===== config.mk =====
export PLATFORM = sky130hd
export DESIGN_NAME = ninjin_m_axi_image
export DESIGN_NICKNAME = d
export VERILOG_FILES = /design/src/ninjin_pkg.sv /design/src/ninjin_m_axi_image.sv
export SDC_FILE = /design/constraint.sdc
export NUM_CORES = 1
export LEC_CHECK = 0
export BUFFER_PORTS_ARGS = -buffer_cell sky130_fd_sc_hd__buf_2
export CORE_AREA = 5 5 120 122
export CTS_CLUSTER_DIAMETER = 200
export DETAILED_ROUTE_END_ITERATION = 8
export DIE_AREA = 0 0 125 127
export PLACE_DENSITY_LB_ADDON = 0.15
export SYNTH_ARGS = -nofsm -noshare
export SYNTH_HDL_FRONTEND = slang
export SYNTH_SLANG_ARGS = --single-unit

===== constraint.sdc =====
create_clock -name clk -period 6.06 [get_ports clk]
set_clock_uncertainty 0.2 [all_clocks]
set_input_delay 0 -clock clk [delete_from_list [all_inputs] [get_ports clk]]
set_output_delay 0 -clock clk [all_outputs]
set_load 0.01 [all_outputs]

===== src/ninjin_pkg.sv =====
package ninjin_pkg;

  // fixed widths for the typedefs below
  localparam int DATA_WIDTH  = 32;
  localparam int HADDR_WIDTH = 32;
  localparam int LADDR_WIDTH = 12;

  typedef enum logic {
    DDR_WRITE,
    DDR_READ
  } ddr_mode_t;

  typedef logic [DATA_WIDTH-1:0]  word_t;
  typedef logic [HADDR_WIDTH-1:0] haddr_t;
  typedef logic [LADDR_WIDTH-1:0] laddr_t;

  // {write resp error, read resp error, any error}
  typedef logic [2:0] err_t;

  typedef enum logic {
    S_IDLE,
    S_BUSY
  } chan_state_t;

  typedef enum logic [1:0] {
    S_WAIT,
    S_ISSUE,
    S_RUN
  } seq_state_t;

  // bits needed to hold value
  function automatic int clogb2(input int value);
    int bits;
    bits = 0;
    for (int v = value; v > 0; v = v >> 1) begin
      bits = bits + 1;
    end
    return bits;
  endfunction

endpackage


===== src/ninjin_m_axi_image.sv =====
module ninjin_m_axi_image #(
  parameter int BURST_LEN = 16
) (
  input  logic                  clk,
  input  logic                  xrst,
  input  logic                  ddr_req,
  input  ninjin_pkg::ddr_mode_t ddr_mode,
  input  ninjin_pkg::haddr_t    haddr,
  input  ninjin_pkg::laddr_t    laddr,
  input  ninjin_pkg::word_t     ddr_rdata,
  input  logic                  awready,
  input  logic                  wready,
  input  logic [1:0]            bresp,
  input  logic                  bvalid,
  input  logic                  arready,
  input  ninjin_pkg::word_t     rdata,
  input  logic [1:0]            rresp,
  input  logic                  rlast,
  input  logic                  rvalid,
  output logic                  burst_done,
  output ninjin_pkg::err_t      burst_err,
  output logic                  awvalid,
  output ninjin_pkg::haddr_t    awaddr,
  output logic [7:0]            awlen,
  output logic [2:0]            awsize,
  output logic [1:0]            awburst,
  output logic                  wvalid,
  output ninjin_pkg::word_t     wdata,
  output logic [3:0]            wstrb,
  output logic                  wlast,
  output logic                  bready,
  output logic                  arvalid,
  output ninjin_pkg::haddr_t    araddr,
  output logic [7:0]            arlen,
  output logic [2:0]            arsize,
  output logic [1:0]            arburst,
  output logic                  rready,
  output logic                  ddr_we,
  output ninjin_pkg::laddr_t    ddr_waddr,
  output ninjin_pkg::word_t     ddr_wdata,
  output ninjin_pkg::laddr_t    ddr_raddr
);

  localparam int IDX_W = (BURST_LEN > 1) ? ninjin_pkg::clogb2(BURST_LEN - 1) : 1;
  localparam logic [IDX_W-1:0] LAST_IDX = IDX_W'(BURST_LEN - 1);

  ninjin_pkg::chan_state_t w_state;
  ninjin_pkg::chan_state_t r_state;
  logic                    req_q;
  logic                    req_pulse;
  logic                    wreq_pulse;
  logic                    rreq_pulse;
  logic                    w_launch;
  logic                    r_launch;
  logic                    wnext;
  logic                    rnext;
  logic                    w_end;
  logic                    r_end;
  logic                    err_wresp;
  logic                    err_rresp;
  logic [IDX_W-1:0]        widx;
  logic [IDX_W-1:0]        ridx;
  ninjin_pkg::laddr_t      rd_addr;
  ninjin_pkg::laddr_t      wr_base;
  ninjin_pkg::err_t        err_q;

  //============================================================
  // request edge and channel fsms
  //============================================================
  assign req_pulse  = ddr_req && !req_q;
  assign wreq_pulse = req_pulse && ddr_mode == ninjin_pkg::DDR_WRITE
                      && w_state == ninjin_pkg::S_IDLE;
  assign rreq_pulse = req_pulse && ddr_mode == ninjin_pkg::DDR_READ
                      && r_state == ninjin_pkg::S_IDLE;

  assign wnext = wvalid && wready;
  assign rnext = rvalid && rready;
  assign w_end = w_state == ninjin_pkg::S_BUSY && bvalid && bready;
  assign r_end = r_state == ninjin_pkg::S_BUSY && rnext && rlast;

  always_ff @(posedge clk) begin
    if (!xrst) begin
      req_q      <= 1'b0;
      w_state    <= ninjin_pkg::S_IDLE;
      r_state    <= ninjin_pkg::S_IDLE;
      w_launch   <= 1'b0;
      r_launch   <= 1'b0;
      burst_done <= 1'b0;
    end else begin
      req_q      <= ddr_req;
      w_launch   <= wreq_pulse;
      r_launch   <= rreq_pulse;
      burst_done <= w_end || r_end;
      if (wreq_pulse) begin
        w_state <= ninjin_pkg::S_BUSY;
      end else if (w_end) begin
        w_state <= ninjin_pkg::S_IDLE;
      end
      if (rreq_pulse) begin
        r_state <= ninjin_pkg::S_BUSY;
      end else if (r_end) begin
        r_state <= ninjin_pkg::S_IDLE;
      end
    end
  end

  //============================================================
  // write address and data
  //============================================================
  assign awlen   = 8'(BURST_LEN - 1);
  assign awsize  = 3'(ninjin_pkg::clogb2(ninjin_pkg::DATA_WIDTH / 8 - 1));
  assign awburst = 2'b01;
  assign wstrb   = '1;
  assign wlast   = wvalid && widx == LAST_IDX;

  // ram output is the current beat, next word fetched on accept
  assign wdata     = ddr_rdata;
  assign ddr_raddr = wnext ? rd_addr + 1'b1 : rd_addr;

  always_ff @(posedge clk) begin
    if (!xrst) begin
      awvalid <= 1'b0;
      wvalid  <= 1'b0;
      bready  <= 1'b0;
      widx    <= '0;
    end else begin
      if (w_launch) begin
        awvalid <= 1'b1;
      end else if (awready) begin
        awvalid <= 1'b0;
      end
      if (w_launch) begin
        wvalid <= 1'b1;
      end else if (wnext && wlast) begin
        wvalid <= 1'b0;
      end
      if (w_launch) begin
        bready <= 1'b1;
      end else if (w_end) begin
        bready <= 1'b0;
      end
      if (wreq_pulse) begin
        widx <= '0;
      end else if (wnext && widx != LAST_IDX) begin
        widx <= widx + 1'b1;
      end
    end
  end

  always_ff @(posedge clk) begin
    if (wreq_pulse) begin
      awaddr  <= haddr;
      rd_addr <= laddr;
    end else if (wnext) begin
      rd_addr <= rd_addr + 1'b1;
    end
  end

  //============================================================
  // read address and data
  //============================================================
  assign arlen   = 8'(BURST_LEN - 1);
  assign arsize  = 3'(ninjin_pkg::clogb2(ninjin_pkg::DATA_WIDTH / 8 - 1));
  assign arburst = 2'b01;

  // every accepted beat goes straight into local ram
  assign ddr_we    = rnext;
  assign ddr_waddr = wr_base + ninjin_pkg::laddr_t'(ridx);
  assign ddr_wdata = rdata;

  always_ff @(posedge clk) begin
    if (!xrst) begin
      arvalid <= 1'b0;
      rready  <= 1'b0;
      ridx    <= '0;
    end else begin
      if (r_launch) begin
        arvalid <= 1'b1;
      end else if (arready) begin
        arvalid <= 1'b0;
      end
      if (r_launch) begin
        rready <= 1'b1;
      end else if (r_end) begin
        rready <= 1'b0;
      end
      if (rreq_pulse) begin
        ridx <= '0;
      end else if (rnext && ridx != LAST_IDX) begin
        ridx <= ridx + 1'b1;
      end
    end
  end

  always_ff @(posedge clk) begin
    if (rreq_pulse) begin
      araddr  <= haddr;
      wr_base <= laddr;
    end
  end

  //============================================================
  // response errors
  //============================================================
  assign err_wresp = bvalid && bready && bresp[1];
  assign err_rresp = rnext && rresp[1];
  assign burst_err = err_q;

  // sticky for the burst, reported with burst_done
  always_ff @(posedge clk) begin
    if (!xrst) begin
      err_q <= '0;
    end else if (wreq_pulse || rreq_pulse) begin
      err_q <= '0;
    end else if (err_wresp || err_rresp) begin
      err_q <= err_q | {err_wresp, err_rresp, 1'b1};
    end
  end

endmodule


==> impl_results.md <==
* Die Width at ~130 um
* DRC at 0
* RSZ-0062 raised after global routing: false
* Synth Flop Type: edfxtp_1
* H-tree levels at 3
* DRT antenna net count at 0
* Final Hold Fails at 0
* Final Non-Filler Cells at around 770
* Initial antenna violation count at 0
* Starting Density at approximately 37%
* WL per Instance at 15.6 um
* CP Class: flip-flop to output pin
* WP depth at 7
* Placed cells at approximately 630
* Seq/Total Area, Yosys at slightly above 60%
* Setup bufs post-CTS at 0
* Worst EP required at 5860 ps
* EDFF count, synth at 76
* Fin crit period at roughly 2500 ps
* Layout area overhead at 40.2%
* Total CTS buffers at 9
* Yosys top cell area share at a little under half
* Filler cells at between 1000 and 1500
* I/O Buffers at 154
* CP Data Arrival Time at ~2300 ps
* Row cnt at 42
* Vias in the first global route at roughly 3500
* Slew margin rel. at a little under half
* CTS resizes at 0
* Synth warn at 0
* Largest net degree at the start of global routing at 35
* Clock-pin slew on the worst setup and hold paths at around 70 ps
* HP Class: input port to flip-flop
* CP endpoint kind: output pin
* Chip height at between 100 and 150 um
* Placer Congestion at roughly 0.76
* TNS Setup at 0 ps
* Area occupied by multi-input gates at ~1200 um2
* CTS Hold Bufs at between 100 and 150
* Min-Delay Endpoint: wr_base[0]
* Power density over cell area at around 260 nW/um2
* Grt ovf at 0
* Slew @ Worst Pin at ~800 ps
* Drt pass-1 iters at 4
* CP Max Fanout at 4
* Worst hold start: ddr_mode
* Avg Cell Area, Syn at around 13 um2
* Layout cells sized above 1 at between 30% and 40%
* Leakage at approximately 2.9 nW
* Via/cell ratio at between 4 and 5
* Fmax at a little under 0.4 GHz
* Fin nets at 718
* Hold Path Stages at 3
* CP delay by family, top: adder cells
* Max Root-Sink Buffers at 2
* Max Cap Viol at 0
* Clock latency on the worst-skew pair at between 300 and 400 ps
* Final setup viols at 0
* TritonCTS Sinks at 110
* Reg2Reg Depth at 3
* Synth area leaders: edfxtp_1 (48%), buf_4 (15%), dfxtp_1 (14%)
* DR vias at between 3000 and 4000
* CP Buf/Inv Count at 1
* CP startpoint kind: flip-flop
* Gr usage total at 14.7%
* Synthesized area at approximately 4800 um2
* Reg-to-reg slack, setup at 3660 ps
* CP max stage cell: fa_1
* Design area at approximately 6700 um2
* Io pins at 315
* Reg2Reg Launch Point: req_q
* Starting DRC count in detailed routing at 140
* Fraction of registers with async set/reset at 0%
* Synthesized flop and latch total at 110
* CP Cell Sequence: ha_1, fa_1, a21o_1, a21oi_1, nand3b_1, xnor2_1, buf_2
* DP Area at approximately 5200 um2
* Core ar. at ~13000 um2
* Post-synthesis cell type count at between 40 and 50
* Max incr delay on CP at around 410 ps
* Crit share post-route at between 40% and 50%
* R2r endpoint: awaddr[3]
* Status: complete, no violations
* CTS tree: built
* Pins over their slew limit at 0
* Storage cell area at 2960 um2
* Area leader, netlist: edfxtp_1
* Total inserted antenna cells at 0
* Die area at ~16000 um2
* Root Buffer: clkbuf_16
* Dpl hpwl at about 7.8 mm
* Syn Inst Count at between 300 and 400
* Peak supply drop at about 0.00012 V
* First-pass GRT wire length at between 15 and 20 mm
* WL final at between 10 and 15 mm
logic make-up after synthesis:
family | after synthesis | synth area share [%]
flops | 110 | 61.8
buf+inv | 105 | 15.9
simple gates | 76 | 8.79
xor+xnor | 25 | 4.56
compound gates | 24 | 2.97
mux | 14 | 3.63
fa+ha+maj | 8 | 2.24
other cells | 2 | 0.157
metal layers:
metal | GRT usage (%) | vias to the layer above | part of all wire [%]
li1 | - | 1592 | -
met1 | 16.8 | 1539 | 38
met2 | 26.0 | 171 | 52
met3 | 4.88 | 14 | 8.6
met4 | 5.17 | 0 | 1.6
met5 | 0 | - | 0
synthesized netlist by cell type (2+ instances only):
cell type	number
nand3_1	7
ha_1	7
mux2_4	5
a31oi_1	3
dfxtp_1	34
and2_1	4
a21o_1	2
buf_6	2
a21oi_1	13
nand2b_1	2
inv_1	8
conb_1	2
mux2i_1	2
o21ai_0	2
nand2_1	12
nor3_1	7
mux2_1	2
nor2_1	27
mux2_2	5
xor2_1	10
xnor2_1	15
nand4_1	3
nor4_2	3
edfxtp_1	76
buf_4	94
worst min-delay path, cell delays in order:
cell and delay, ps:
buf_2 120, nor3b_2 150, buf_4 220
per-stage QoR:
stage,total power (W),util [%],setup slack (ps),hold WS [ps]
2_1_floorplan,0.00107,-,1490,-108
3_3_place_gp,0.00109,39.6,3610,-200
3_5_place_dp,0.00109,39.6,3620,-200
4_1_cts,0.00174,51.4,3470,149
5_1_grt,0.00181,51.4,3350,166
6_report,0.00172,51.4,3520,153
layout by cell type, fill, tap and decap left out, drive strengths merged, types with 3 or more instances in the layout:
master	Yosys	final
a21oi	13	13
dfxtp	34	34
xnor2	15	15
dlygate4sd3	0	125
clkbuf	0	9
buf	96	156
mux2	12	12
nand3	8	8
and2	4	4
nor2	27	27
edfxtp	76	76
ha	7	7
xor2	10	10
nand4	5	5
conb	2	30
nor3	8	8
inv	9	14
a31oi	3	3
nand2	13	13
nand2b	3	3
nor4	3	3
final cells by class:
cell class	instances	share of cell area, %
multi-input combinational	177	17.6
timing repair buffer	281	30.3
sequential	110	44.1
inverter	9	0.502
clock inverter	7	0.930
tap	176	3.28
clock buffer	9	3.35
power breakdown:
group          leakage [nW]  internal [W]  switching [W]  total [W]
logic                  1.74      0.000134       0.000137   0.000271
clock network         0.139      0.000288       0.000276   0.000565
registers             0.982      0.000851      0.0000299   0.000881
total                  2.87       0.00127       0.000443    0.00172
sequential cells by signal (all words and copies together) (netlist names), 3 cells and up:
name and flops:
widx 4, burst_err 3, awaddr 32, rd_addr 12, ridx 4, araddr 32
wr_base 12
worst max-delay path by stage:
stage                from             to  slack [ps]
2_1_floorplan       req_q        ridx[2]        1490
3_3_place_gp        req_q      awaddr[3]        3610
3_5_place_dp        req_q      awaddr[3]        3620
4_1_cts        wr_base[0]  ddr_waddr[10]        3470
5_1_grt           ridx[0]  ddr_waddr[10]        3350
6_report       wr_base[0]  ddr_waddr[10]        3520
Note: power is estimated with default switching activity, not from simulation.
