<file path="src/ninjin_pkg.sv">
package ninjin_pkg;

  // fixed widths for the typedefs below
  localparam int DATA_WIDTH  = 32;
  localparam int HADDR_WIDTH = 32;
  localparam int LADDR_WIDTH = 12;

  typedef enum logic {
    DDR_WRITE,
    DDR_READ
  } ddr_mode_t;

  typedef logic [DATA_WIDTH-1:0]  word_t;
  typedef logic [HADDR_WIDTH-1:0] haddr_t;
  typedef logic [LADDR_WIDTH-1:0] laddr_t;

  // {write resp error, read resp error, any error}
  typedef logic [2:0] err_t;

  typedef enum logic {
    S_IDLE,
    S_BUSY
  } chan_state_t;

  typedef enum logic [1:0] {
    S_WAIT,
    S_ISSUE,
    S_RUN
  } seq_state_t;

  // bits needed to hold value
  function automatic int clogb2(input int value);
    int bits;
    bits = 0;
    for (int v = value; v > 0; v = v >> 1) begin
      bits = bits + 1;
    end
    return bits;
  endfunction

endpackage

</file>
<file path="src/ninjin_burst_seq.sv">
module ninjin_burst_seq #(
  parameter int BURST_LEN = 16
) (
  input  logic                  clk,
  input  logic                  xrst,
  input  logic                  start,
  input  ninjin_pkg::ddr_mode_t mode,
  input  ninjin_pkg::haddr_t    host_base,
  input  ninjin_pkg::laddr_t    local_base,
  input  logic [7:0]            burst_num,
  input  logic                  burst_done,
  input  ninjin_pkg::err_t      burst_err,
  output logic                  ddr_req,
  output ninjin_pkg::ddr_mode_t ddr_mode,
  output ninjin_pkg::haddr_t    haddr,
  output ninjin_pkg::laddr_t    laddr,
  output logic                  busy,
  output logic                  done,
  output ninjin_pkg::err_t      err
);

  // host stride per burst in bytes
  localparam int unsigned HSTRIDE = BURST_LEN * (ninjin_pkg::DATA_WIDTH / 8);

  ninjin_pkg::seq_state_t state;
  logic [7:0]             remain;
  logic                   accept;
  logic                   last_burst;

  assign accept     = (state == ninjin_pkg::S_WAIT) && start && !busy;
  assign last_burst = (remain == 8'd1);

  //============================================================
  // command fsm
  //============================================================
  always_ff @(posedge clk) begin
    if (!xrst) begin
      state   <= ninjin_pkg::S_WAIT;
      ddr_req <= 1'b0;
      busy    <= 1'b0;
      done    <= 1'b0;
      err     <= '0;
      remain  <= '0;
    end else begin
      done <= 1'b0;
      // busy covers the done cycle, then falls
      if (done) begin
        busy <= 1'b0;
      end
      case (state)
        ninjin_pkg::S_WAIT: begin
          if (accept) begin
            busy   <= 1'b1;
            err    <= '0;
            remain <= burst_num;
            if (burst_num == 8'd0) begin
              done <= 1'b1;
            end else begin
              ddr_req <= 1'b1;
              state   <= ninjin_pkg::S_RUN;
            end
          end
        end
        ninjin_pkg::S_ISSUE: begin
          ddr_req <= 1'b1;
          state   <= ninjin_pkg::S_RUN;
        end
        ninjin_pkg::S_RUN: begin
          if (burst_done) begin
            ddr_req <= 1'b0;
            err     <= err | burst_err;
            remain  <= remain - 8'd1;
            if (last_burst) begin
              done  <= 1'b1;
              state <= ninjin_pkg::S_WAIT;
            end else begin
              state <= ninjin_pkg::S_ISSUE;
            end
          end
        end
        default: begin
          state <= ninjin_pkg::S_WAIT;
        end
      endcase
    end
  end

  //============================================================
  // burst addresses
  //============================================================
  always_ff @(posedge clk) begin
    if (accept) begin
      ddr_mode <= mode;
      haddr    <= host_base;
      laddr    <= local_base;
    end else if (state == ninjin_pkg::S_RUN && burst_done) begin
      haddr <= haddr + ninjin_pkg::haddr_t'(HSTRIDE);
      laddr <= laddr + ninjin_pkg::laddr_t'(BURST_LEN);
    end
  end

endmodule

</file>
<file path="config.mk">
export PLATFORM = sky130hd
export DESIGN_NAME = ninjin_burst_seq
export DESIGN_NICKNAME = d
export VERILOG_FILES = /design/src/ninjin_pkg.sv /design/src/ninjin_burst_seq.sv
export SDC_FILE = /design/constraint.sdc
export NUM_CORES = 1
export LEC_CHECK = 0
export BUFFER_PORTS_ARGS = -buffer_cell sky130_fd_sc_hd__buf_2
export CAP_MARGIN = 20
export CORE_MARGIN = 1.5
export CORE_UTILIZATION = 52
export CTS_BUF_LIST = sky130_fd_sc_hd__clkbuf_8
export DETAILED_ROUTE_END_ITERATION = 10
export PLACE_DENSITY = 0.83
export SLEW_MARGIN = 20
export SYNTH_ARGS = -nofsm -noshare
export SYNTH_HDL_FRONTEND = slang
export SYNTH_SLANG_ARGS = --single-unit
export TNS_END_PERCENT = 50
</file>
<file path="constraint.sdc">
create_clock -name clk -period 3.3 [get_ports clk]
set_clock_uncertainty 0.15 [all_clocks]
set_input_delay 0.99 -clock clk [delete_from_list [all_inputs] [get_ports clk]]
set_output_delay 0.99 -clock clk [all_outputs]
set_load 0.02 [all_outputs]
</file>
==> metrics.md, run 1 <==
| Metric | Value |
|---|---|
| RSZ-0062 raised after global routing | no |
| Routed Antenna Nets | 0 |
| Pre-CTS setup slack | 0.486 ns |
| Vias in the first global route | 2,727 |
| Clock-pin slew on the worst setup and hold paths | 0.07 ns |
| EDFF count, synth | 45 |
| Hold Path End | err[0] |
| Fmax | 405 MHz |
| Slew HR | 62.6% |
| Hold Vio Cnt, Final | 0 |
| Kind of critical path | in2reg |
| Fillers | 480 |
| Top FF cell, synth | edfxtp_1 |
| Storage cell area | between 1500 and 2000 sq um |
| Via count | 2,751 |
| Cell Area, Synth | 3190 sq um |
| Die height | 81.3 um |
| Final WL | between 7 and 8 mm |
| Die width | around 81 um |
| Fin area | 4080 sq um |
| Avg Cell Area, Syn | 9.87 sq um |
| Clock sinks | 61 |
| Netlist cell types | 45 |
| CTS tree | yes |
| Htree depth | 3 |
| Die area | ~6600 sq um |
| FF-to-FF path depth | 6 |
| Drt first pass iters | 4 |
| Share of Yosys cell area claimed by the top area cell type | a little over two fifths |
| R2R Path Start | haddr[6] |
| Initial Utilization | a little over half |
| Min-delay src | err[0] |
| Worst-Margin Slew | roughly 0.56 ns |
| Port buffer count | 110 |
| Post-CTS setup buffer count | 0 |
| Hold Path Class | reg2reg |
| Run status | finished clean |
| Tmin final | 2.47 ns |
| Total power | 2.46 mW |
| Worst reg-to-reg setup slack | 1.02 ns |
| Post-synth ARST share | 0% |
| Setup_tns | 0 ns |
| Nets | 501 |
| Initial drt markers | 152 |
| Post-route DRC | 0 |
| Final period util | 74.8% |
| FP Rows | 28 |
| Clock tree buffer depth | 2 |
| Critical Path RT | 3.38 ns |
| Area growth from synthesis to layout | 28.1% |
| DP Area | 3840 sq um |
| Crit start category | input port |
| FF+latch count, synth | just over 60 |
| Hpwl dp | ~5.4 mm |
| Critical Path Fanout Max | 18 |
| CTS Hold Bufs | 0 |
| Top cell type by total area after synthesis | edfxtp_1 |
| Gpl congestion | 0.922 |
| Share of layout cells above drive strength 1 | 32.1% |
| I/O pin count | 111 |
| Initial antenna violation count | 0 |
| Resize count post-CTS | 0 |
| Worst hold stages | 2 |
| Final Setup Violations | 0 |
| Core Area | 5920 sq um |
| Register area share after synthesis | 52.5% |
| Antenna fix cells | 0 |
| Critical Path End Type | flip-flop |
| WP data arrival | 2.55 ns |
| YS warnings | 0 |
| Top post-synthesis cells by count | nand2_1 (48), edfxtp_1 (45), o21ai_0 (29), xnor2_1 (22), a21oi_1 (20) |
| CTS Root Cell | clkbuf_8 |
| Final Hold Slack | 0.321 ns |
| Slew Limit Fails | 0 |
| Clock Latency Late Sink | 0.34 ns |
| Max-Cap Viols | 0 |
| Reg-to-reg endpoint | haddr[26] |
| Largest net degree at the start of global routing | 79 |
| Area occupied by multi-input gates | between 1000 and 1500 sq um |
| Total CTS buffers | 9 |
| WL per Instance | 14.5 um |
| Syn nets | 387 |
| Grt ovf | 0 |
| Tot GR Track Use | 24.0% |
| Max rail drop VDD | 307 uV |
| PD cells | 602 nW/um^2 |
| Final WS setup | 0.830 ns |
| Lkg Pwr | between 1.5 and 2 nW |
| Via/cell ratio | around 5.3 |
| First-pass GRT wire length | ~12 mm |
| Synth area leaders | edfxtp_1 (42%), dfxtp_1 (10%), xnor2_1 (6.0%), nand2_1 (5.7%), o21ai_0 (4.6%) |
| Synth Instances | 323 |
| Count leader, synth | nand2_1 |
-- where the power goes --
part,total [mW],leakage (nW),switching [mW],internal [mW]
clock,0.824,0.124,0.318,0.507
sequential,1.07,0.566,0.104,0.964
combinational,0.565,0.974,0.346,0.219
-- state kept, by name, summed over array words and instances (netlist names) --
register	count
ddr_mode	1
remain	8
err	3
busy	1
done	1
ddr_req	1
state	2
haddr	32
laddr	12
-- critical path, cell delays in order --
cell and delay (ns):
buf_2 0.09, or3b_1 0.38, a21o_1 0.26, inv_2 0.34, o21ai_0 0.18, o2bb2ai_1 0.16
and2_1 0.16
-- final cells by class --
class | instances | area share [%]
clock buffers | 9 | 3.03
clock inverters | 7 | 2.97
inverters | 15 | 1.38
multi-input cells | 237 | 34.7
flip-flops and latches | 61 | 41.0
well taps | 75 | 2.30
repair buffers | 113 | 14.7
-- per-layer routing --
layer | GRT usage, % | share of wire (%) | up-vias
li1 | - | - | 1382
met1 | 28.1 | 42 | 1274
met2 | 42.7 | 51 | 83
met3 | 4.38 | 5.2 | 12
met4 | 10.2 | 1.5 | 0
met5 | 0 | 0 | -
-- cell families after synthesis --
logic type / Yosys count / synth area share (%)
xor+xnor: 30 / 8.24
simple gates: 137 / 23.1
flops: 61 / 52.5
fa+ha+maj: 4 / 1.57
buf+inv: 25 / 3.10
compound gates: 66 / 11.5
-- layout by cell type, fill, tap and decap left out, drive strengths merged, types with 2 or more instances in the layout --
| cell | synthesis | final |
|---|---|---|
| a21boi | 2 | 2 |
| a21oi | 20 | 20 |
| and2 | 12 | 12 |
| and3 | 8 | 8 |
| buf | 4 | 113 |
| bufinv | 0 | 3 |
| clkbuf | 6 | 9 |
| clkinv | 0 | 2 |
| dfxtp | 16 | 16 |
| edfxtp | 45 | 45 |
| ha | 4 | 4 |
| inv | 15 | 17 |
| nand2 | 48 | 48 |
| nand2b | 3 | 3 |
| nand3 | 16 | 16 |
| nor2 | 15 | 15 |
| nor2b | 2 | 2 |
| nor3 | 13 | 13 |
| nor4 | 6 | 6 |
| o211ai | 3 | 3 |
| o21ai | 35 | 35 |
| or3 | 2 | 2 |
| or3b | 3 | 3 |
| or4 | 5 | 5 |
| xnor2 | 22 | 22 |
| xor2 | 8 | 8 |
-- worst max path at each step --
stage	start	slack, ns	end
floorplan	start	0.54	remain[2]
global placement	start	0.58	remain[2]
detailed placement	start	0.49	remain[2]
CTS	start	0.83	remain[2]
global route	start	0.74	remain[2]
finish	start	0.83	remain[2]
-- per-stage QoR --
stage,cells,util (%)
floorplan,323,-
global placement,501,64.8
detailed placement,501,64.8
CTS,517,68.9
global route,517,68.9
finish,517,68.9
Power figures use the tool's default switching activity.
==> run 2: changes to the inputs <==
ABC_AREA = 1   (was not set)
CORE_UTILIZATION = 48   (was 52)
PLACE_DENSITY = 0.79   (was 0.83)
clock period = 2.05 ns   (was 3.3 ns; I/O delays follow)
==> run 2 against run 1 <==
  * First-iteration DRC count grew 42%
  * Clock-buffer cell count unchanged
  * Critical path depth increased by 1
==> metrics.md, run 2 <==
| Metric | Value |
|---|---|
| Core Area | 7210 sq um (+22%) |
| Grt ovf | 0 (unchanged) |
| Clock-pin slew on the worst setup and hold paths | 0.08 ns (about the same) |
| FF-to-FF path depth | 8 (+2) |
| Final Setup Violations | 0 (unchanged) |
| Critical Path Most Common Cell | nand2_1 |
| Post-CTS setup buffer count | 0 (unchanged) |
| Crit start category | flip-flop |
| Bufs and invs on worst path | 0 (-2) |
| Max FFs per register | 32 (unchanged) |
| I/O pin count | 111 (unchanged) |
| Drt first pass iters | 5 (+1) |
| Commonest non-fill, non-tap cell in the layout | nand2_1 |
| Total power | 4.88 mW (+99%) |
| Max incr delay on CP | 0.44 ns (+0.06 ns) |
| Synth area leaders | edfxtp_1 (38%), nand2_1 (17%), dfxtp_1 (9.0%), nor2_1 (7.1%), inv_1 (4.4%) |
| Reg-to-reg endpoint | haddr[18] |
| Syn nets | 526 (+36%) |
| Via/cell ratio | 4.94 (-7.1%) |
| Kind of critical path | reg2reg |
| Slew Limit Fails | 0 (unchanged) |
| Routed Antenna Nets | 0 (unchanged) |
| EDFF count, synth | 45 (unchanged) |
| Critical Path Fanout Max | 5 (-13) |
| Avg Cell Area, Syn | 7.69 sq um (-22%) |
| First-pass GRT wire length | 13.7 mm (+13%) |
| Die width | 89.0 um (+9.5%) |
| M3 GR Usage | 7.48% (+3.1 points) |
| Final WL | 8.52 mm (+14%) |
| Max rail drop VDD | 637 uV (+110%) |
| Initial drt markers | 216 (+42%) |
| Post-synth ARST share | 0% (unchanged) |
| Vias in the first global route | 3,143 (+15%) |
| Fin area | 4440 sq um (+8.9%) |
| Total CTS buffers | 9 (unchanged) |
| PD cells | 1100 nW/um^2 (+82%) |
| Worst hold stages | 1 (-1) |
| Clock sinks | 61 (unchanged) |
| R2R Path Start | haddr[6] |
| CTS tree | yes |
| Fmax | around 540 MHz |
| Final Hold Slack | 0.283 ns (-0.0377 ns) |
| Crit-path leading delay family | simple AND/OR/NAND/NOR gates |
| Busiest grt layer | met2 |
| Met2 usage | 36.3% (-6.4 points) |
| Critical Path End Type | flip-flop |
| Gpl congestion | 0.897 (-2.7%) |
| Slew HR | 76.9% (+14 points) |
| YS warnings | 0 (unchanged) |
| RSZ-0062 raised after global routing | no |
| Lkg Pwr | 2.08 nW (+25%) |
| Area occupied by multi-input gates | 1650 sq um (+16%) |
| Htree depth | 3 (unchanged) |
| Hold Path End | ddr_mode |
| WP data arrival | 1.83 ns (-0.72 ns) |
| Tot GR Track Use | 22.6% (-1.4 points) |
| Largest regs | haddr (32), laddr (12), remain (8) |
| Resize count post-CTS | 0 (unchanged) |
| Top post-synthesis cells by count | nand2_1 (164), nor2_1 (67), edfxtp_1 (45), inv_1 (42) |
| Min-delay src | mode |
| Crit path from | haddr[6] |
| GR Util met1 | 28.1% (+0.085 points) |
| Worst-Margin Slew | 0.346 ns (-0.211 ns) |
| Initial Utilization | 49.2% (-4.6 points) |
| Share of Yosys cell area claimed by the top area cell type | 38.1% (-4.3 points) |
| Hold Vio Cnt, Final | 0 (unchanged) |
| FP Rows | 31 (+11%) |
| Port buffer count | 110 (unchanged) |
| Die area | 7920 sq um (+20%) |
| Nets | 642 (+28%) |
| Storage cell area | 1670 sq um (unchanged) |
| Via count | 3,371 (+23%) |
| Hold Path Class | in2reg |
| Clock tree buffer depth | 2 (unchanged) |
| Worst reg-to-reg setup slack | 0.19 ns (-0.83 ns) |
| Final period util | 90.8% |
| Final core utilization | 61.6% (-7.3 points) |
| Netlist cell types | 31 (-31%) |
| Clock Latency Late Sink | 0.35 ns (about the same) |
| Tmin final | 1.86 ns |
| Largest reg by FF count | haddr |
| Register area share after synthesis | 47.1% (-5.4 points) |
| Top FF cell, synth | edfxtp_1 |
| Fillers | 685 (+43%) |
| CTS Root Cell | clkbuf_8 |
| Share of layout cells above drive strength 1 | 26.1% (-6.1 points) |
| FF+latch count, synth | 61 (unchanged) |
| Most frequent cells in the layout | nand2_1 (164), buf_2 (110), nor2_1 (67) |
| Area growth from synthesis to layout | 25.2% |
| Cell Area, Synth | 3550 sq um (+11%) |
| Die height | 89.0 um (+9.5%) |
| Run status | finished clean |
| Synth Instances | 462 (+43%) |
| Hpwl dp | 6.19 mm (+15%) |
| Top cell type by total area after synthesis | edfxtp_1 |
| Max-Cap Viols | 0 (unchanged) |
| Crit path cell chain | ha_1 -> nand2_1 -> nor2_2 -> nand2_2 -> nor2_4 -> or2_2 -> nand3_1 -> nand2_1 |
| Crit-path slowest cell | edfxtp_1 |
| WL per Instance | 12.5 um (-14%) |
| CTS Hold Bufs | 0 (unchanged) |
| Antenna fix cells | 0 (unchanged) |
| Critical Path RT | 2.02 ns (-1.36 ns) |
| DP Area | 4220 sq um (+10%) |
| Count leader, synth | nand2_1 |
| Post-route DRC | 0 (unchanged) |
| Initial antenna violation count | 0 (unchanged) |
| Setup_tns | 0 ns (unchanged) |
| Largest net degree at the start of global routing | 44 (-44%) |
run 2: worst max-delay path by stage:
stage | to | slack, ns | cells past startpoint
final | haddr[18] | 0.19 | 8
after global routing | haddr[18] | 0.10 | 8
after CTS | haddr[18] | 0.19 | 8
after detailed placement | haddr[18] | 0.18 | 8
after global placement | haddr[18] | 0.24 | 8
after floorplan | haddr[18] | 0.18 | 8
run 2: worst reg2reg max path: stages, from the launching register on:
cell and delay, ns:
edfxtp_1 0.44, ha_1 0.28, nand2_1 0.09, nor2_2 0.05, nand2_2 0.18, nor2_4 0.06, or2_2 0.27, nand3_1 0.08
nand2_1 0.05
run 2: layout make-up:
cell class	count	share of cell area, %
flip-flops and latches	61	37.6
multi-input cells	347	37.0
repair buffers	114	13.6
inverters	45	3.91
clock buffers	9	2.79
well taps	99	2.79
clock inverters	7	2.25
run 2: metal layers:
metal	routed length (um)	vias to the layer above
met5	0	-
met4	142	0
met3	767	13
met2	3910	129
met1	3700	1514
li1	-	1715
run 2: logic make-up after synthesis:
logic type	after synthesis	synth area share (%)
AO/OA/AOI/OAI	48	7.08
XOR/XNOR	12	2.96
adder cells (fa/ha/maj)	4	1.41
buffers and inverters	54	6.59
flip-flops	61	47.1
AND/OR/NAND/NOR	283	34.9
run 2: through the flow:
step                      cells  setup slack, ns
after floorplan             462            0.176
after global placement      666            0.241
after detailed placement    666            0.184
after CTS                   682            0.191
after global routing        682            0.100
final                       682            0.189
run 2: where the power goes:
group	switching (mW)	leakage [nW]	internal [mW]
registers	0.272	0.566	1.71
logic	1.10	1.41	0.574
clock network	0.540	0.102	0.687
==> run 3: changes to the inputs <==
PLACE_DENSITY = 0.77   (was 0.79)
==> run 3 against run 2 <==
  * Critical endpoint is now haddr[20]
  * Power fell by 7.6%
  * Global-route usage rose by 0.33 points
  * Clock-buffer cell count did not move
  * Highest routed layer unchanged
  * Fmax fell by 0.27%
  * Worst hold slack improved by 0.020 ns
==> metrics.md, run 3 (same netlist as run 2, synthesis figures left out) <==
| Metric | Value |
|---|---|
| CTS tree | yes |
| Final WL | 8.42 mm (-1.2%) |
| Largest reg by FF count | haddr |
| I/O pin count | 111 (unchanged) |
| Hpwl dp | 6.30 mm (+1.9%) |
| Reg-to-reg endpoint | haddr[20] |
| PD cells | 1030 nW/um^2 (-6.3%) |
| Final period util | 91.0% (+0.24 points) |
| Hold Path End | ddr_req |
| Fillers | 693 (+1.2%) |
| Metal3 WL | 571 um (-26%) |
| Die width | 89.0 um (unchanged) |
| Cell depth of the worst setup path | 7 (-1) |
| Htree depth | 3 (unchanged) |
| Hold Path Class | reg2reg |
| Max rail drop VDD | 516 uV (-19%) |
| Min-delay src | ddr_req |
| Critical Path RT | 1.99 ns (-0.03 ns) |
| Core Area | 7210 sq um (unchanged) |
| Routed Antenna Nets | 0 (unchanged) |
| Run status | finished clean |
| Initial drt markers | 175 (-19%) |
| RSZ-0062 raised after global routing | no |
| Worst-Margin Slew | 0.408 ns (+0.0628 ns) |
| Tmin final | 1.87 ns (+0.00501 ns) |
| Clock Latency Late Sink | 0.34 ns (about the same) |
| DP Area | 4230 sq um (+0.24%) |
| Clock-pin slew on the worst setup and hold paths | 0.07 ns (about the same) |
| Worst reg-to-reg setup slack | 0.18 ns (about the same) |
| Crit path cell chain | ha_1 -> nand3_1 -> nor2_1 -> nand3_1 -> xnor2_1 -> nand2_1 -> nand2_1 |
| WL per Instance | 12.3 um (-1.7%) |
| Crit-path leading delay family | simple AND/OR/NAND/NOR gates |
| Largest net degree at the start of global routing | 44 (unchanged) |
| Resize count post-CTS | 0 (unchanged) |
| Crit-path slowest cell | edfxtp_1 |
| Post-route DRC | 0 (unchanged) |
| Slew HR | 72.7% (-4.2 points) |
| Critical Path Fanout Max | 5 (unchanged) |
| Largest regs | haddr (32), laddr (12), remain (8) |
| Setup_tns | 0 ns (unchanged) |
| Port buffer count | 110 (unchanged) |
| Tot GR Track Use | 22.9% (+0.33 points) |
| Met2 WL post-DR | 3.95 mm (+0.87%) |
| Max-Cap Viols | 0 (unchanged) |
| Lkg Pwr | 2.09 nW (+0.35%) |
| Commonest non-fill, non-tap cell in the layout | nand2_1 |
| Critical Path End Type | flip-flop |
| FP Rows | 31 (unchanged) |
| Via/cell ratio | 4.89 (-1.1%) |
| Met1 WL | 3.71 mm (+0.24%) |
| Die height | 89.0 um (unchanged) |
| Area growth from synthesis to layout | 23.5% |
| Uppermost layer routed | met4 |
| Fmax | 536 MHz (-0.27%) |
| Most frequent cells in the layout | nand2_1 (164), buf_2 (110), nor2_1 (67) |
| Hold Vio Cnt, Final | 0 (unchanged) |
| Clock tree buffer depth | 2 (unchanged) |
| CTS Root Cell | clkbuf_8 |
| Worst hold stages | 2 (+1) |
| Post-CTS setup buffer count | 0 (unchanged) |
| R2R Path Start | haddr[7] |
| FF-to-FF path depth | 7 (-1) |
| WP data arrival | 1.81 ns (-0.02 ns) |
| Drt first pass iters | 4 (-1) |
| Gpl congestion | 0.905 (+0.99%) |
| Final Hold Slack | 0.303 ns (+0.0201 ns) |
| Slew Limit Fails | 0 (unchanged) |
| Clock sinks | 61 (unchanged) |
| Initial antenna violation count | 0 (unchanged) |
| Nets | 645 (+0.47%) |
| Fin area | 4380 sq um (-1.4%) |
| Crit start category | flip-flop |
| Total CTS buffers | 9 (unchanged) |
| Non-Filler Instances | 685 (+0.44%) |
| Placed insts | 669 (+0.45%) |
| Max FFs per register | 32 (unchanged) |
| Initial Utilization | 49.2% (unchanged) |
| CTS Hold Bufs | 0 (unchanged) |
| Via count | 3,349 (-0.65%) |
| Share of layout cells above drive strength 1 | 25.8% (-0.30 points) |
| Antenna fix cells | 0 (unchanged) |
| Grt ovf | 0 (unchanged) |
| Die area | 7920 sq um (unchanged) |
| Bufs and invs on worst path | 0 (unchanged) |
| Final Setup Violations | 0 (unchanged) |
| Vias in the first global route | 3,112 (-0.99%) |
| Kind of critical path | reg2reg |
| First-pass GRT wire length | 13.9 mm (+1.4%) |
| Max incr delay on CP | 0.40 ns (-0.04 ns) |
## run 3: power breakdown
part	switching (mW)	leakage [nW]	internal (mW)
clock network	0.450	0.0977	0.414
registers	0.264	0.566	1.71
logic	1.09	1.42	0.579
## run 3: area by class of cell
| type | instances | area (sq um) | share of cell area [%] |
|---|---|---|---|
| flip-flops and latches | 61 | 1670 | 38.1 |
| multi-input cells | 347 | 1650 | 37.5 |
| repair buffers | 117 | 616 | 14.0 |
| inverters | 45 | 174 | 3.97 |
| clock buffers | 9 | 124 | 2.83 |
| well taps | 99 | 124 | 2.83 |
| clock inverters | 7 | 30.0 | 0.685 |
## run 3: through the flow
stage,power [mW],setup WS (ns),util [%]
2_1_floorplan,3.13,0.176,-
3_3_place_gp,3.62,0.193,58.6
3_5_place_dp,3.68,0.147,58.6
4_1_cts,4.54,0.190,60.8
5_1_grt,4.85,0.0642,60.8
6_report,4.51,0.184,60.8
## run 3: how the worst max path moves through the flow
stage / start / end / slack [ns]
after floorplan: haddr[6] / haddr[18] / 0.18
after global placement: start / remain[7] / 0.19
after detailed placement: start / remain[1] / 0.15
after CTS: haddr[7] / haddr[18] / 0.19
after global routing: haddr[7] / haddr[20] / 0.06
final: haddr[7] / haddr[20] / 0.18
## run 3: worst min-delay path, cell delays in order (launching register included)
cell	delay, ns
dfxtp_1	0.31
inv_1	0.05
a21oi_1	0.05
## run 3: per-layer routing
layer / track usage (%) / vias up
met5: 0 / -
met4: 11.0 / 0
met3: 5.08 / 18
met2: 37.1 / 120
met1: 29.3 / 1487
li1: - / 1724
